--- src/pool_pkg.sv ---
// ==================================================
// Max-pooling engine shared definitions
// Datapath widths, configuration word layout and
// the job state encoding
// ==================================================
`default_nettype none

package pool_pkg;

    // Datapath widths
    localparam int act_width  = 8;
    localparam int pool_lanes = 8;
    localparam int feat_width = pool_lanes * act_width;
    localparam int idx_width  = 16;

    // Neighbor buffer depth, also the map row stride
    localparam int max_k      = 8;
    localparam int max_k_log2 = $clog2(max_k);
    localparam int k_width    = 4;
    localparam int grp_width  = 4;

    // ==================================================
    // Configuration word fields, from bit 0 upward
    // ==================================================
    localparam int cfg_stop_pos = 0;
    localparam int cfg_nip_lsb  = cfg_stop_pos + 1;
    localparam int cfg_k_lsb    = cfg_nip_lsb + idx_width;
    localparam int cfg_grp_lsb  = cfg_k_lsb + k_width;
    localparam int cfg_map_lsb  = cfg_grp_lsb + grp_width;
    localparam int cfg_feat_lsb = cfg_map_lsb + idx_width;
    localparam int cfg_wr_lsb   = cfg_feat_lsb + idx_width;
    localparam int cfg_width    = cfg_wr_lsb + idx_width;

    // Job states
    typedef enum logic [1:0] {
        idle   = 2'd0,
        map_in = 2'd1,
        gather = 2'd2,
        drain  = 2'd3
    } pool_state_e;

endpackage

`default_nettype wire

--- src/pool_cfg.sv ---
// ==================================================
// Configuration register
// Captures the configuration word, decodes the job
// fields and raises start when the strobe falls
// ==================================================
`timescale 1ns/1ps
`default_nettype none

module pool_cfg (
    input  logic                           clk,
    input  logic                           rst_n,
    input  logic                           cfg_vld,
    input  logic [pool_pkg::cfg_width-1:0] cfg_info,
    input  logic                           cfg_rdy,
    output logic                           start,
    output logic [pool_pkg::idx_width-1:0] nip,
    output logic [pool_pkg::k_width-1:0]   k,
    output logic [pool_pkg::grp_width-1:0] num_grp,
    output logic [pool_pkg::idx_width-1:0] map_base,
    output logic [pool_pkg::idx_width-1:0] feat_base,
    output logic [pool_pkg::idx_width-1:0] wr_base
);
    import pool_pkg::*;

    logic [cfg_width-1:0] cfg_word;
    logic                 cfg_vld_d;
    logic                 stop;

    // Capture while the engine is idle
    always_ff @(posedge clk or negedge rst_n) begin
        if (!rst_n) begin
            cfg_word <= '0;
        end else if (cfg_vld && cfg_rdy) begin
            cfg_word <= cfg_info;
        end
    end

    // Strobe history, only strobes seen while idle count
    always_ff @(posedge clk or negedge rst_n) begin
        if (!rst_n) begin
            cfg_vld_d <= 1'b0;
        end else begin
            cfg_vld_d <= cfg_vld & cfg_rdy;
        end
    end

    assign stop = cfg_word[cfg_stop_pos];

    // Falling edge of the strobe launches the job
    assign start = cfg_vld_d & ~cfg_vld & ~stop;

    // ==================================================
    // Field decode
    // ==================================================
    assign nip       = cfg_word[cfg_nip_lsb +: idx_width];
    assign k         = cfg_word[cfg_k_lsb +: k_width];
    assign num_grp   = cfg_word[cfg_grp_lsb +: grp_width];
    assign map_base  = cfg_word[cfg_map_lsb +: idx_width];
    assign feat_base = cfg_word[cfg_feat_lsb +: idx_width];
    assign wr_base   = cfg_word[cfg_wr_lsb +: idx_width];

endmodule

`default_nettype wire

--- src/pool_gather.sv ---
// ==================================================
// Feature gather
// Walks channel groups and neighbors of the buffered
// point and issues one feature read per step
// ==================================================
`timescale 1ns/1ps
`default_nettype none

module pool_gather (
    input  logic                           clk,
    input  logic                           rst_n,
    input  logic [pool_pkg::k_width-1:0]   k,
    input  logic [pool_pkg::grp_width-1:0] num_grp,
    input  logic [pool_pkg::idx_width-1:0] feat_base,
    input  logic                           buf_full,
    output logic                           buf_release,
    output logic [pool_pkg::k_width-1:0]   nbr_rd_sel,
    input  logic [pool_pkg::idx_width-1:0] nbr_idx,
    output logic [pool_pkg::idx_width-1:0] feat_addr,
    output logic                           feat_addr_vld,
    input  logic                           feat_addr_rdy
);
    import pool_pkg::*;

    logic [k_width-1:0]   nbr_cnt;
    logic [grp_width-1:0] grp_cnt;
    logic                 addr_hs;
    logic                 last_nbr;
    logic                 last_grp;

    // Issue straight away once the buffer holds a point
    assign feat_addr_vld = buf_full;
    assign addr_hs       = feat_addr_vld & feat_addr_rdy;

    assign last_nbr = nbr_cnt == k - k_width'(1);
    assign last_grp = grp_cnt == num_grp - grp_width'(1);

    // Buffer is free once the final read is accepted
    assign buf_release = addr_hs & last_nbr & last_grp;

    // ==================================================
    // Step counters, neighbors inside groups
    // ==================================================
    always_ff @(posedge clk or negedge rst_n) begin
        if (!rst_n) begin
            nbr_cnt <= '0;
            grp_cnt <= '0;
        end else if (addr_hs) begin
            if (last_nbr) begin
                nbr_cnt <= '0;
                if (last_grp) begin
                    grp_cnt <= '0;
                end else begin
                    grp_cnt <= grp_cnt + grp_width'(1);
                end
            end else begin
                nbr_cnt <= nbr_cnt + k_width'(1);
            end
        end
    end

    assign nbr_rd_sel = nbr_cnt;

    // Feature rows are num_grp words per point
    assign feat_addr = feat_base + nbr_idx * idx_width'(num_grp) + idx_width'(grp_cnt);

endmodule

`default_nettype wire

--- src/pool_map_fetch.sv ---
// ==================================================
// Map fetch and job control
// Job FSM, neighbor index reads from the map memory
// and the one-point neighbor buffer
// ==================================================
`timescale 1ns/1ps
`default_nettype none

module pool_map_fetch (
    input  logic                           clk,
    input  logic                           rst_n,
    input  logic                           start,
    input  logic [pool_pkg::idx_width-1:0] nip,
    input  logic [pool_pkg::k_width-1:0]   k,
    input  logic [pool_pkg::idx_width-1:0] map_base,
    output logic [pool_pkg::idx_width-1:0] map_addr,
    output logic                           map_addr_vld,
    input  logic                           map_addr_rdy,
    input  logic [pool_pkg::idx_width-1:0] map_dat,
    input  logic                           map_dat_vld,
    output logic                           map_dat_rdy,
    output logic                           cfg_rdy,
    output logic                           buf_full,
    input  logic                           buf_release,
    input  logic [pool_pkg::k_width-1:0]   nbr_rd_sel,
    output logic [pool_pkg::idx_width-1:0] nbr_idx,
    input  logic                           job_done
);
    import pool_pkg::*;

    pool_state_e          state;
    pool_state_e          state_nxt;
    logic [idx_width-1:0] pt_cnt;
    logic [k_width-1:0]   word_cnt;
    logic [k_width-1:0]   rcv_cnt;
    logic                 addr_hs;
    logic                 dat_hs;
    logic                 last_dat;
    logic                 last_pt;
    logic [idx_width-1:0] nbr_buf [max_k];

    assign addr_hs  = map_addr_vld & map_addr_rdy;
    assign dat_hs   = map_dat_vld & map_dat_rdy;
    assign last_dat = dat_hs & (rcv_cnt == k - k_width'(1));
    assign last_pt  = pt_cnt == nip - idx_width'(1);

    // ==================================================
    // Job FSM
    // ==================================================
    always_comb begin
        state_nxt = state;
        case (state)
            idle:
                if (start)
                    state_nxt = map_in;
            map_in:
                if (last_dat)
                    state_nxt = gather;
            gather:
                if (buf_release)
                    state_nxt = last_pt ? drain : map_in;
            drain:
                if (job_done)
                    state_nxt = idle;
            default:
                state_nxt = idle;
        endcase
    end

    always_ff @(posedge clk or negedge rst_n) begin
        if (!rst_n) begin
            state    <= idle;
            pt_cnt   <= '0;
            word_cnt <= '0;
            rcv_cnt  <= '0;
        end else begin
            state <= state_nxt;
            if (start && state == idle) begin
                pt_cnt <= '0;
            end else if (buf_release && state == gather && !last_pt) begin
                pt_cnt <= pt_cnt + idx_width'(1);
            end
            // Issue and return counters restart per point
            if (last_dat) begin
                word_cnt <= '0;
                rcv_cnt  <= '0;
            end else begin
                if (addr_hs) begin
                    word_cnt <= word_cnt + k_width'(1);
                end
                if (dat_hs) begin
                    rcv_cnt <= rcv_cnt + k_width'(1);
                end
            end
        end
    end

    // Row of max_k words per center point
    assign map_addr     = map_base + (pt_cnt << max_k_log2) + idx_width'(word_cnt);
    assign map_addr_vld = (state == map_in) && (word_cnt != k);
    assign map_dat_rdy  = state == map_in;
    assign cfg_rdy      = state == idle;
    assign buf_full     = state == gather;

    // Neighbor buffer
    always_ff @(posedge clk) begin
        if (dat_hs) begin
            nbr_buf[rcv_cnt[max_k_log2-1:0]] <= map_dat;
        end
    end

    assign nbr_idx = nbr_buf[nbr_rd_sel[max_k_log2-1:0]];

endmodule

`default_nettype wire

--- src/pool_max_unit.sv ---
// ==================================================
// Lane-wise max and result write
// Folds k feature beats into an unsigned per-lane
// maximum and writes one word per point and group
// ==================================================
`timescale 1ns/1ps
`default_nettype none

module pool_max_unit (
    input  logic                            clk,
    input  logic                            rst_n,
    input  logic                            start,
    input  logic [pool_pkg::idx_width-1:0]  nip,
    input  logic [pool_pkg::k_width-1:0]    k,
    input  logic [pool_pkg::grp_width-1:0]  num_grp,
    input  logic [pool_pkg::idx_width-1:0]  wr_base,
    input  logic [pool_pkg::feat_width-1:0] feat_dat,
    input  logic                            feat_dat_vld,
    output logic                            feat_dat_rdy,
    output logic [pool_pkg::idx_width-1:0]  wr_addr,
    output logic [pool_pkg::feat_width-1:0] wr_dat,
    output logic                            wr_vld,
    input  logic                            wr_rdy,
    output logic                            job_done
);
    import pool_pkg::*;

    logic [k_width-1:0]                   beat_cnt;
    logic [idx_width-1:0]                 wr_cnt;
    logic [idx_width-1:0]                 last_wr;
    logic [pool_lanes-1:0][act_width-1:0] max_reg;
    logic                                 dat_hs;
    logic                                 wr_hs;
    logic                                 first_beat;
    logic                                 last_beat;

    // Hold off new beats while a result waits
    assign feat_dat_rdy = ~(wr_vld & ~wr_rdy);
    assign dat_hs       = feat_dat_vld & feat_dat_rdy;
    assign wr_hs        = wr_vld & wr_rdy;
    assign first_beat   = beat_cnt == '0;
    assign last_beat    = beat_cnt == k - k_width'(1);
    assign last_wr      = nip * idx_width'(num_grp) - idx_width'(1);

    always_ff @(posedge clk or negedge rst_n) begin
        if (!rst_n) begin
            beat_cnt <= '0;
            wr_cnt   <= '0;
            wr_vld   <= 1'b0;
        end else if (start) begin
            beat_cnt <= '0;
            wr_cnt   <= '0;
            wr_vld   <= 1'b0;
        end else begin
            if (dat_hs) begin
                beat_cnt <= last_beat ? '0 : beat_cnt + k_width'(1);
            end
            if (dat_hs && last_beat) begin
                wr_vld <= 1'b1;
            end else if (wr_rdy) begin
                wr_vld <= 1'b0;
            end
            if (wr_hs) begin
                wr_cnt <= wr_cnt + idx_width'(1);
            end
        end
    end

    // ==================================================
    // Per-lane max, first beat of a group loads
    // ==================================================
    always_ff @(posedge clk) begin
        if (dat_hs) begin
            for (int l = 0; l < pool_lanes; l++) begin
                if (first_beat || feat_dat[l*act_width +: act_width] > max_reg[l]) begin
                    max_reg[l] <= feat_dat[l*act_width +: act_width];
                end
            end
        end
    end

    // Results land in point-then-group order
    assign wr_addr  = wr_base + wr_cnt;
    assign wr_dat   = max_reg;
    assign job_done = wr_hs & (wr_cnt == last_wr);

endmodule

`default_nettype wire

--- src/pool_top.sv ---
// ==================================================
// Max-pooling engine top level
// Configuration, map fetch, gather and max blocks
// wired to the memory ports
// ==================================================
`timescale 1ns/1ps
`default_nettype none

module pool_top (
    input  logic                            clk,
    input  logic                            rst_n,
    // Configuration
    input  logic                            cfg_vld,
    input  logic [pool_pkg::cfg_width-1:0]  cfg_info,
    output logic                            cfg_rdy,
    // Map memory
    output logic [pool_pkg::idx_width-1:0]  map_addr,
    output logic                            map_addr_vld,
    input  logic                            map_addr_rdy,
    input  logic [pool_pkg::idx_width-1:0]  map_dat,
    input  logic                            map_dat_vld,
    output logic                            map_dat_rdy,
    // Feature memory
    output logic [pool_pkg::idx_width-1:0]  feat_addr,
    output logic                            feat_addr_vld,
    input  logic                            feat_addr_rdy,
    input  logic [pool_pkg::feat_width-1:0] feat_dat,
    input  logic                            feat_dat_vld,
    output logic                            feat_dat_rdy,
    // Result write
    output logic [pool_pkg::idx_width-1:0]  wr_addr,
    output logic [pool_pkg::feat_width-1:0] wr_dat,
    output logic                            wr_vld,
    input  logic                            wr_rdy
);
    import pool_pkg::*;

    logic                 start;
    logic [idx_width-1:0] nip;
    logic [k_width-1:0]   k;
    logic [grp_width-1:0] num_grp;
    logic [idx_width-1:0] map_base;
    logic [idx_width-1:0] feat_base;
    logic [idx_width-1:0] wr_base;
    logic                 buf_full;
    logic                 buf_release;
    logic [k_width-1:0]   nbr_rd_sel;
    logic [idx_width-1:0] nbr_idx;
    logic                 job_done;

    pool_cfg pool_cfg_inst (
        .clk       (clk),
        .rst_n     (rst_n),
        .cfg_vld   (cfg_vld),
        .cfg_info  (cfg_info),
        .cfg_rdy   (cfg_rdy),
        .start     (start),
        .nip       (nip),
        .k         (k),
        .num_grp   (num_grp),
        .map_base  (map_base),
        .feat_base (feat_base),
        .wr_base   (wr_base)
    );

    pool_map_fetch pool_map_fetch_inst (
        .clk          (clk),
        .rst_n        (rst_n),
        .start        (start),
        .nip          (nip),
        .k            (k),
        .map_base     (map_base),
        .map_addr     (map_addr),
        .map_addr_vld (map_addr_vld),
        .map_addr_rdy (map_addr_rdy),
        .map_dat      (map_dat),
        .map_dat_vld  (map_dat_vld),
        .map_dat_rdy  (map_dat_rdy),
        .cfg_rdy      (cfg_rdy),
        .buf_full     (buf_full),
        .buf_release  (buf_release),
        .nbr_rd_sel   (nbr_rd_sel),
        .nbr_idx      (nbr_idx),
        .job_done     (job_done)
    );

    pool_gather pool_gather_inst (
        .clk           (clk),
        .rst_n         (rst_n),
        .k             (k),
        .num_grp       (num_grp),
        .feat_base     (feat_base),
        .buf_full      (buf_full),
        .buf_release   (buf_release),
        .nbr_rd_sel    (nbr_rd_sel),
        .nbr_idx       (nbr_idx),
        .feat_addr     (feat_addr),
        .feat_addr_vld (feat_addr_vld),
        .feat_addr_rdy (feat_addr_rdy)
    );

    pool_max_unit pool_max_unit_inst (
        .clk          (clk),
        .rst_n        (rst_n),
        .start        (start),
        .nip          (nip),
        .k            (k),
        .num_grp      (num_grp),
        .wr_base      (wr_base),
        .feat_dat     (feat_dat),
        .feat_dat_vld (feat_dat_vld),
        .feat_dat_rdy (feat_dat_rdy),
        .wr_addr      (wr_addr),
        .wr_dat       (wr_dat),
        .wr_vld       (wr_vld),
        .wr_rdy       (wr_rdy),
        .job_done     (job_done)
    );

endmodule

`default_nettype wire

--- config.mk ---
export PLATFORM = sky130hd
export DESIGN_NAME = pool_top
export DESIGN_NICKNAME = d
export VERILOG_FILES = /design/src/pool_pkg.sv /design/src/pool_cfg.sv /design/src/pool_gather.sv /design/src/pool_map_fetch.sv /design/src/pool_max_unit.sv /design/src/pool_top.sv
export SDC_FILE = /design/constraint.sdc
export NUM_CORES = 1
export LEC_CHECK = 0
export BUFFER_PORTS_ARGS = -buffer_cell sky130_fd_sc_hd__buf_2
export CAP_MARGIN = 20
export CORE_ASPECT_RATIO = 1.1
export CORE_UTILIZATION = 42
export CTS_BUF_LIST = sky130_fd_sc_hd__clkbuf_16
export CTS_CLUSTER_DIAMETER = 100
export DETAILED_ROUTE_END_ITERATION = 6
export PLACE_DENSITY_LB_ADDON = 0.15
export SLEW_MARGIN = 20
export SYNTH_ARGS = -nofsm -noshare
export SYNTH_HDL_FRONTEND = slang
export SYNTH_HIERARCHICAL = 1
export SYNTH_SLANG_ARGS = --single-unit
--- constraint.sdc ---
create_clock -name clk -period 16 [get_ports clk]
set_input_delay 2.4 -clock clk [delete_from_list [all_inputs] [get_ports clk]]
set_output_delay 2.4 -clock clk [all_outputs]
set_load 0.03 [all_outputs]
Word level (Yosys, flattened, before mapping) --
Memories as Yosys holds them, arrays and structs flattened. Cells that the tools add are included. Widths: inputs -> output; s select.
Word-level totals: bits in registers 193, memory bits (writable) 128, memories kept 1, word-level logic and storage cells 134
Operators by class: mux-type cells 24, order comparisons 8, equality and inequality tests 14, reduce and logical (&&, ||, !) cells 33, $add $sub $neg 16, multiply operators 2, bitwise operators 17
Memories:
- pool_map_fetch_inst.nbr_buf | depth 8, width 16, read ports 1, clocked after memory_dff 0, write ports 1, RTL line pool_map_fetch.sv:40 | logic [idx_width-1:0] nbr_buf [max_k];
Operators by type and width (count):
- $gt 8x8->1 | 8
- $mux 16 | 4
- $add 16x16->16 | 3
- $mux 4 | 9
- $add 16x1->16 const B | 2
- $add 16x4->16 | 2
- $eq 16x16->1 | 2
- $mul 16x4->16 | 2
- $sub 16x1->16 const B | 2
- $add 4x1->4 const B | 5
- $reduce_and 2->1 | 9
- $eq 4x4->1 | 4
- $and 1x1->1 | 13
- $mux 2 | 5
- $reduce_bool 2->1 | 5
- $logic_or 1x1->1 | 8
- $pmux 2 s4 | 1
- $sub 4x1->4 const B | 2
- $logic_and 1x1->1 | 6
- $ne 2x2->1 const B | 3
- $mux 1 | 5
- $eq 2x2->1 const B | 2
- $logic_not 4->1 | 1
- $ne 4x4->1 | 1
- other kinds (7) | 10

Logic depth before layout (Yosys ltp) --
depth after elaboration 8, mapped depth 21

Modules after synthesis --
Netlist, hierarchy kept.
By module, submodules not included:
- pool_map_fetch | area each 7623.6 sq um, cells each 517, times used 1
- pool_max_unit | area each 7228.2 sq um, cells each 744, times used 1
- pool_cfg | area each 3597.2 sq um, cells each 229, times used 1
- pool_gather | area each 2875.3 sq um, cells each 340, times used 1

Least setup slack after synthesis --
No wires, ideal clock.
path type reg-to-output, start point register pool_gather_inst.nbr_cnt[0], in the netlist pool_gather_inst/nbr_rd_sel[0], end point output feat_addr[15] in the netlist's numbering, arrival time 5.796 ns, setup slack 7.804 ns, stages on the path, launching flop included 18, required time 13.600 ns, path buffers 2, cell sequence dfrtp_1 > clkbuf_1 > buf_1 > mux4_2 > mux2_2 > and2_1 > fa_1 > fa_1 > inv_1 > fa_1 > inv_1 > ha_1 > and3_1 > a221oi_1 > o21ai_1 > a31oi_1 > a21oi_1 > xnor2_1
On the way: cells in the longest elaborated chain, start to end 4
Ends and longest elaborated chain:
- start, declared | RTL line pool_gather.sv:25 | logic [k_width-1:0] nbr_cnt;
- start signal, assigned | RTL line pool_gather.sv:57 | nbr_cnt <= nbr_cnt + k_width'(1);
- $mem_v2 8x16
- net nbr_idx[1] | RTL line pool_top.sv:48 | logic [idx_width-1:0] nbr_idx;
- $mul 16x4->16 | RTL line pool_gather.sv:65 | assign feat_addr = feat_base + nbr_idx * idx_width'(num_grp) + idx_width'(grp_cnt);
- $add 16x16->16 | RTL line pool_gather.sv:65
- $add 16x4->16 | RTL line pool_gather.sv:65
- end, declared | RTL line pool_top.sv:24 | output logic [pool_pkg::idx_width-1:0] feat_addr,
The timed path passes the listed nets, and every way through them passes these cells.

Worst setup path in the final report --
Same ends and word-level chain as after synthesis.

==> run_results.csv <==
group,metric,value,unit
outcome,status,"completed",
synthesis,synthArstFlopShare,0.4019,
timing,maxSlewViolCount,0,
hold_path,min_path_type,"register to register",
clock_tree,clk_latency,0.56,ns
floorplan,die_x,216.8,um
synthesis,avgSynthCellArea,11.65,um2
clock_tree,cts_buffers,39,
synthesis,netlist_area,0.02132,mm2
floorplan,core,0.05014,mm2
clock_tree,cts_sinks,321,
timing,max_freq,114.5,MHz
cells_and_area,area_growth,13.30,%
grt,grt_use_total,0.1914,
synthesis,synth_compound_area_frac,0.07076,
synthesis,synth_area_leader_cell,"edfxtp_1",
setup_path,cp.depth,17,
floorplan,core.rowCount,86,
timing,setup_violations,0,
synthesis,synth_edf_count,192,
routing,met1_length,20160,um
floorplan,dieArea,0.05168,mm2
grt,gr-total-overflow,0,
place,port_buffers,278,
routing,wl_per_cell,17.59,um
timing,rsz0062_at_grt,"no",
clock_tree,clkTransAtPathRegs,0.06,ns
place,dpl.hpwl,35750,um
synthesis,synth_flop_cell,"edfxtp_1",
grt,grt_max_degree,67,
timing,tns,0,ns
timing,fin_crit_sh,0.5460,
synthesis,synth_area_leaders,"edfxtp_1, dfrtp_1, ha_1",
cells_and_area,drive_gt1_frac,0.2406,
routing,drtPass1Iterations,4,
flow_run,drv_cap,0,
routing,drc_errors,0,
synthesis,ys_ff_latch,321,
setup_path,r2r_start,"pool_cfg_inst/cfg_word[23]$_DFFE_PN0P_",
setup_path,cpLargestDelayFamily,"adder cells",
synthesis,yosysMostFrequentCell,"inv_1",
synthesis,synth_cell_types,76,
setup_path,critPathMaxStageDelay,0.59,ns
setup_path,rr_endpoint,"pool_map_fetch_inst/state[1]$_DFFE_PN0P_",
clock_tree,cts_buffer_depth,3,
grt,antenna_found_initial,14,
setup_path,criticalPathCategory,"register to primary output",
setup_path,critPathRequiredTime,13.60,ns
cells_and_area,fillers,4636,
synthesis,synth-simple-area-share,0.1097,
setup_path,crit_chain,"buf_4 -> mux4_2 -> mux2_2 -> and2_1 -> fa_1 -> fa_1 -> inv_1 -> fa_1 -> inv_1 -> ha_1 -> and3_1 -> a221oi_1 -> o21ai_1 -> a31oi_1 -> a21oi_1 -> xnor2_1 -> buf_2",
synthesis,synth_xor_area_frac,0.06032,
grt,grt_pass1_vias,14560,
synthesis,netlist.area_leader.share,0.2704,
routing,dr_wl_met2,24860,um
setup_path,worst_path_most_repeated_cell,"fa_1",
hold_path,min_path_cells,1,
synthesis,syn_nets,2238,
timing,slew-limit-headroom,0.2561,
clock_tree,cts.hold.buffers_added,0,
clock_tree,cts_root_buf,"clkbuf_16",
setup_path,r2r_slack,11.05,ns
synthesis,synth.mux.area_fraction,0.09359,
synthesis,synth_fa_ha_area_frac,0.1699,
cells_and_area,fin_nets,2456,
clock_tree,htreeDepth,2,
clock_tree,post_cts_buffers,0,
routing,vias,13940,
timing,hold_viol,0,
setup_path,path_max_fanout,32,
routing,final_antenna_net_count,0,
place,gp_congestion,0.8076,
setup_path,cp_slowest_cell,"mux4_2",
floorplan,num_io_pins,279,
routing,routed_wl,48260,um
grt,grt_pass1_wl,77690,um
timing,worst_pin_slew,1.112,ns
synthesis,synthCells,1830,
synthesis,synth_top_family_by_area,"adder cells",
clock_tree,cts-resized-gates,0,
synthesis,ys_top_cells_by_count,"inv_1, edfxtp_1, ha_1",
setup_path,cp-end-kind,"primary output",
timing,fin_skew,0.01310,ns
routing,drt-vias-per-instance,5.081,
floorplan,initial_core_util,0.4253,
hold_path,hp-start,"pool_cfg_inst/cfg_word[41]$_DFFE_PN0P_",
setup_path,arrival,6.34,ns
clock_tree,cts_tree,"done",
setup_path,rr_worst_depth,19,
routing,drt-initial-drc-count,538,
timing,fin_crit,8.735,ns
setup_path,start_kind,"register",
synthesis,ys_seq_area_frac,0.4218,
setup_path,startpoint,"pool_gather_inst/nbr_rd_sel[0]$_DFFE_PN0P_",
synthesis,yosysWarnings,6,
setup_path,path_buf_inv,4,
hold_path,holdPathEnd,"pool_cfg_inst/cfg_word[41]$_DFFE_PN0P_",
floorplan,die_y,238.3,um
routing,wl_met3,1805,um
routing,highest_layer,"met5",
how the worst max path moves through the flow:
stage          slack, ns       endpoint
2_1_floorplan       7.80  feat_addr[15]
3_3_place_gp        7.86  feat_addr[15]
3_5_place_dp        7.81  feat_addr[15]
4_1_cts             7.20  feat_addr[15]
5_1_grt             6.79  feat_addr[15]
6_report            7.26  feat_addr[15]
sequential cells by signal (all words and copies together) (netlist names), 2 cells and up:
name and flops:
pool_max_unit_inst/wr_cnt 16, pool_map_fetch_inst/rcv_cnt 4, pool_cfg_inst/cfg_word 73, pool_max_unit_inst/wr_dat 64
pool_map_fetch_inst/word_cnt 4, pool_gather_inst/nbr_rd_sel 4, pool_map_fetch_inst/pt_cnt 16, pool_gather_inst/grp_cnt 4
pool_map_fetch_inst/state 2, pool_map_fetch_inst/nbr_buf 128, pool_max_unit_inst/beat_cnt 4
kinds of logic (layout without fill, tap and decap cells):
kind of cell,Yosys count,count (layout)
simple gates,445,445
flops,321,321
buf+inv,315,563
fa+ha+maj,247,247
compound gates,230,230
xor+xnor,146,146
mux,126,126
other cells,0,6
cell type report:
cell class | count | area, um2 | share of cell area
clock inverters | 32 | 277.8 | 0.01150
inverters | 202 | 758.2 | 0.03138
diodes | 6 | 15.01 | 0.0006215
flip-flops and latches | 321 | 8995 | 0.3723
repair buffers | 290 | 1488 | 0.06158
well taps | 660 | 825.8 | 0.03418
multi-input cells | 1194 | 10820 | 0.4480
clock buffers | 39 | 975.9 | 0.04040
placed cells by master (no fill, tap or decap), drive strengths merged, types with 8 or more instances in the layout:
cell	netlist	final
dfrtp	129	129
inv	202	215
xnor2	95	95
a31oi	8	8
nand3	37	37
nand2b	27	27
buf	90	290
mux2	90	90
xor2	51	51
a21oi	61	61
nand4	20	20
a21o	23	23
clkinv	0	13
ha	176	176
nor4	9	9
o211ai	9	9
mux4	32	32
o21a	20	20
nor3	28	28
fa	71	71
nor2	77	77
o31ai	12	12
clkbuf	23	39
and2	56	56
edfxtp	192	192
nor2b	19	19
nand2	115	115
o21ai	54	54
and3	28	28
metrics by stage:
stage          setup slack (ns)  std cells    util  hold WS, ns  instance area (um2)
2_1_floorplan             7.804       1830       -       0.4819                21320
3_3_place_gp              7.864       2667  0.4564       0.4987                22890
3_5_place_dp              7.814       2667  0.4564       0.5039                22890
4_1_cts                   7.204       2738  0.4814       0.5199                24140
5_1_grt                   6.788       2743  0.4818       0.5301                24160
6_report                  7.265       2744  0.4818       0.5118                24160
routing by layer:
metal,track usage,up-vias
li1,-,6781
met1,0.2286,6855
met2,0.3445,211
met3,0.03327,84
met4,0.06722,12
met5,0,-
Power is not shown: default switching activity piles up to over one toggle a cycle in this logic, so the estimate is an artifact.
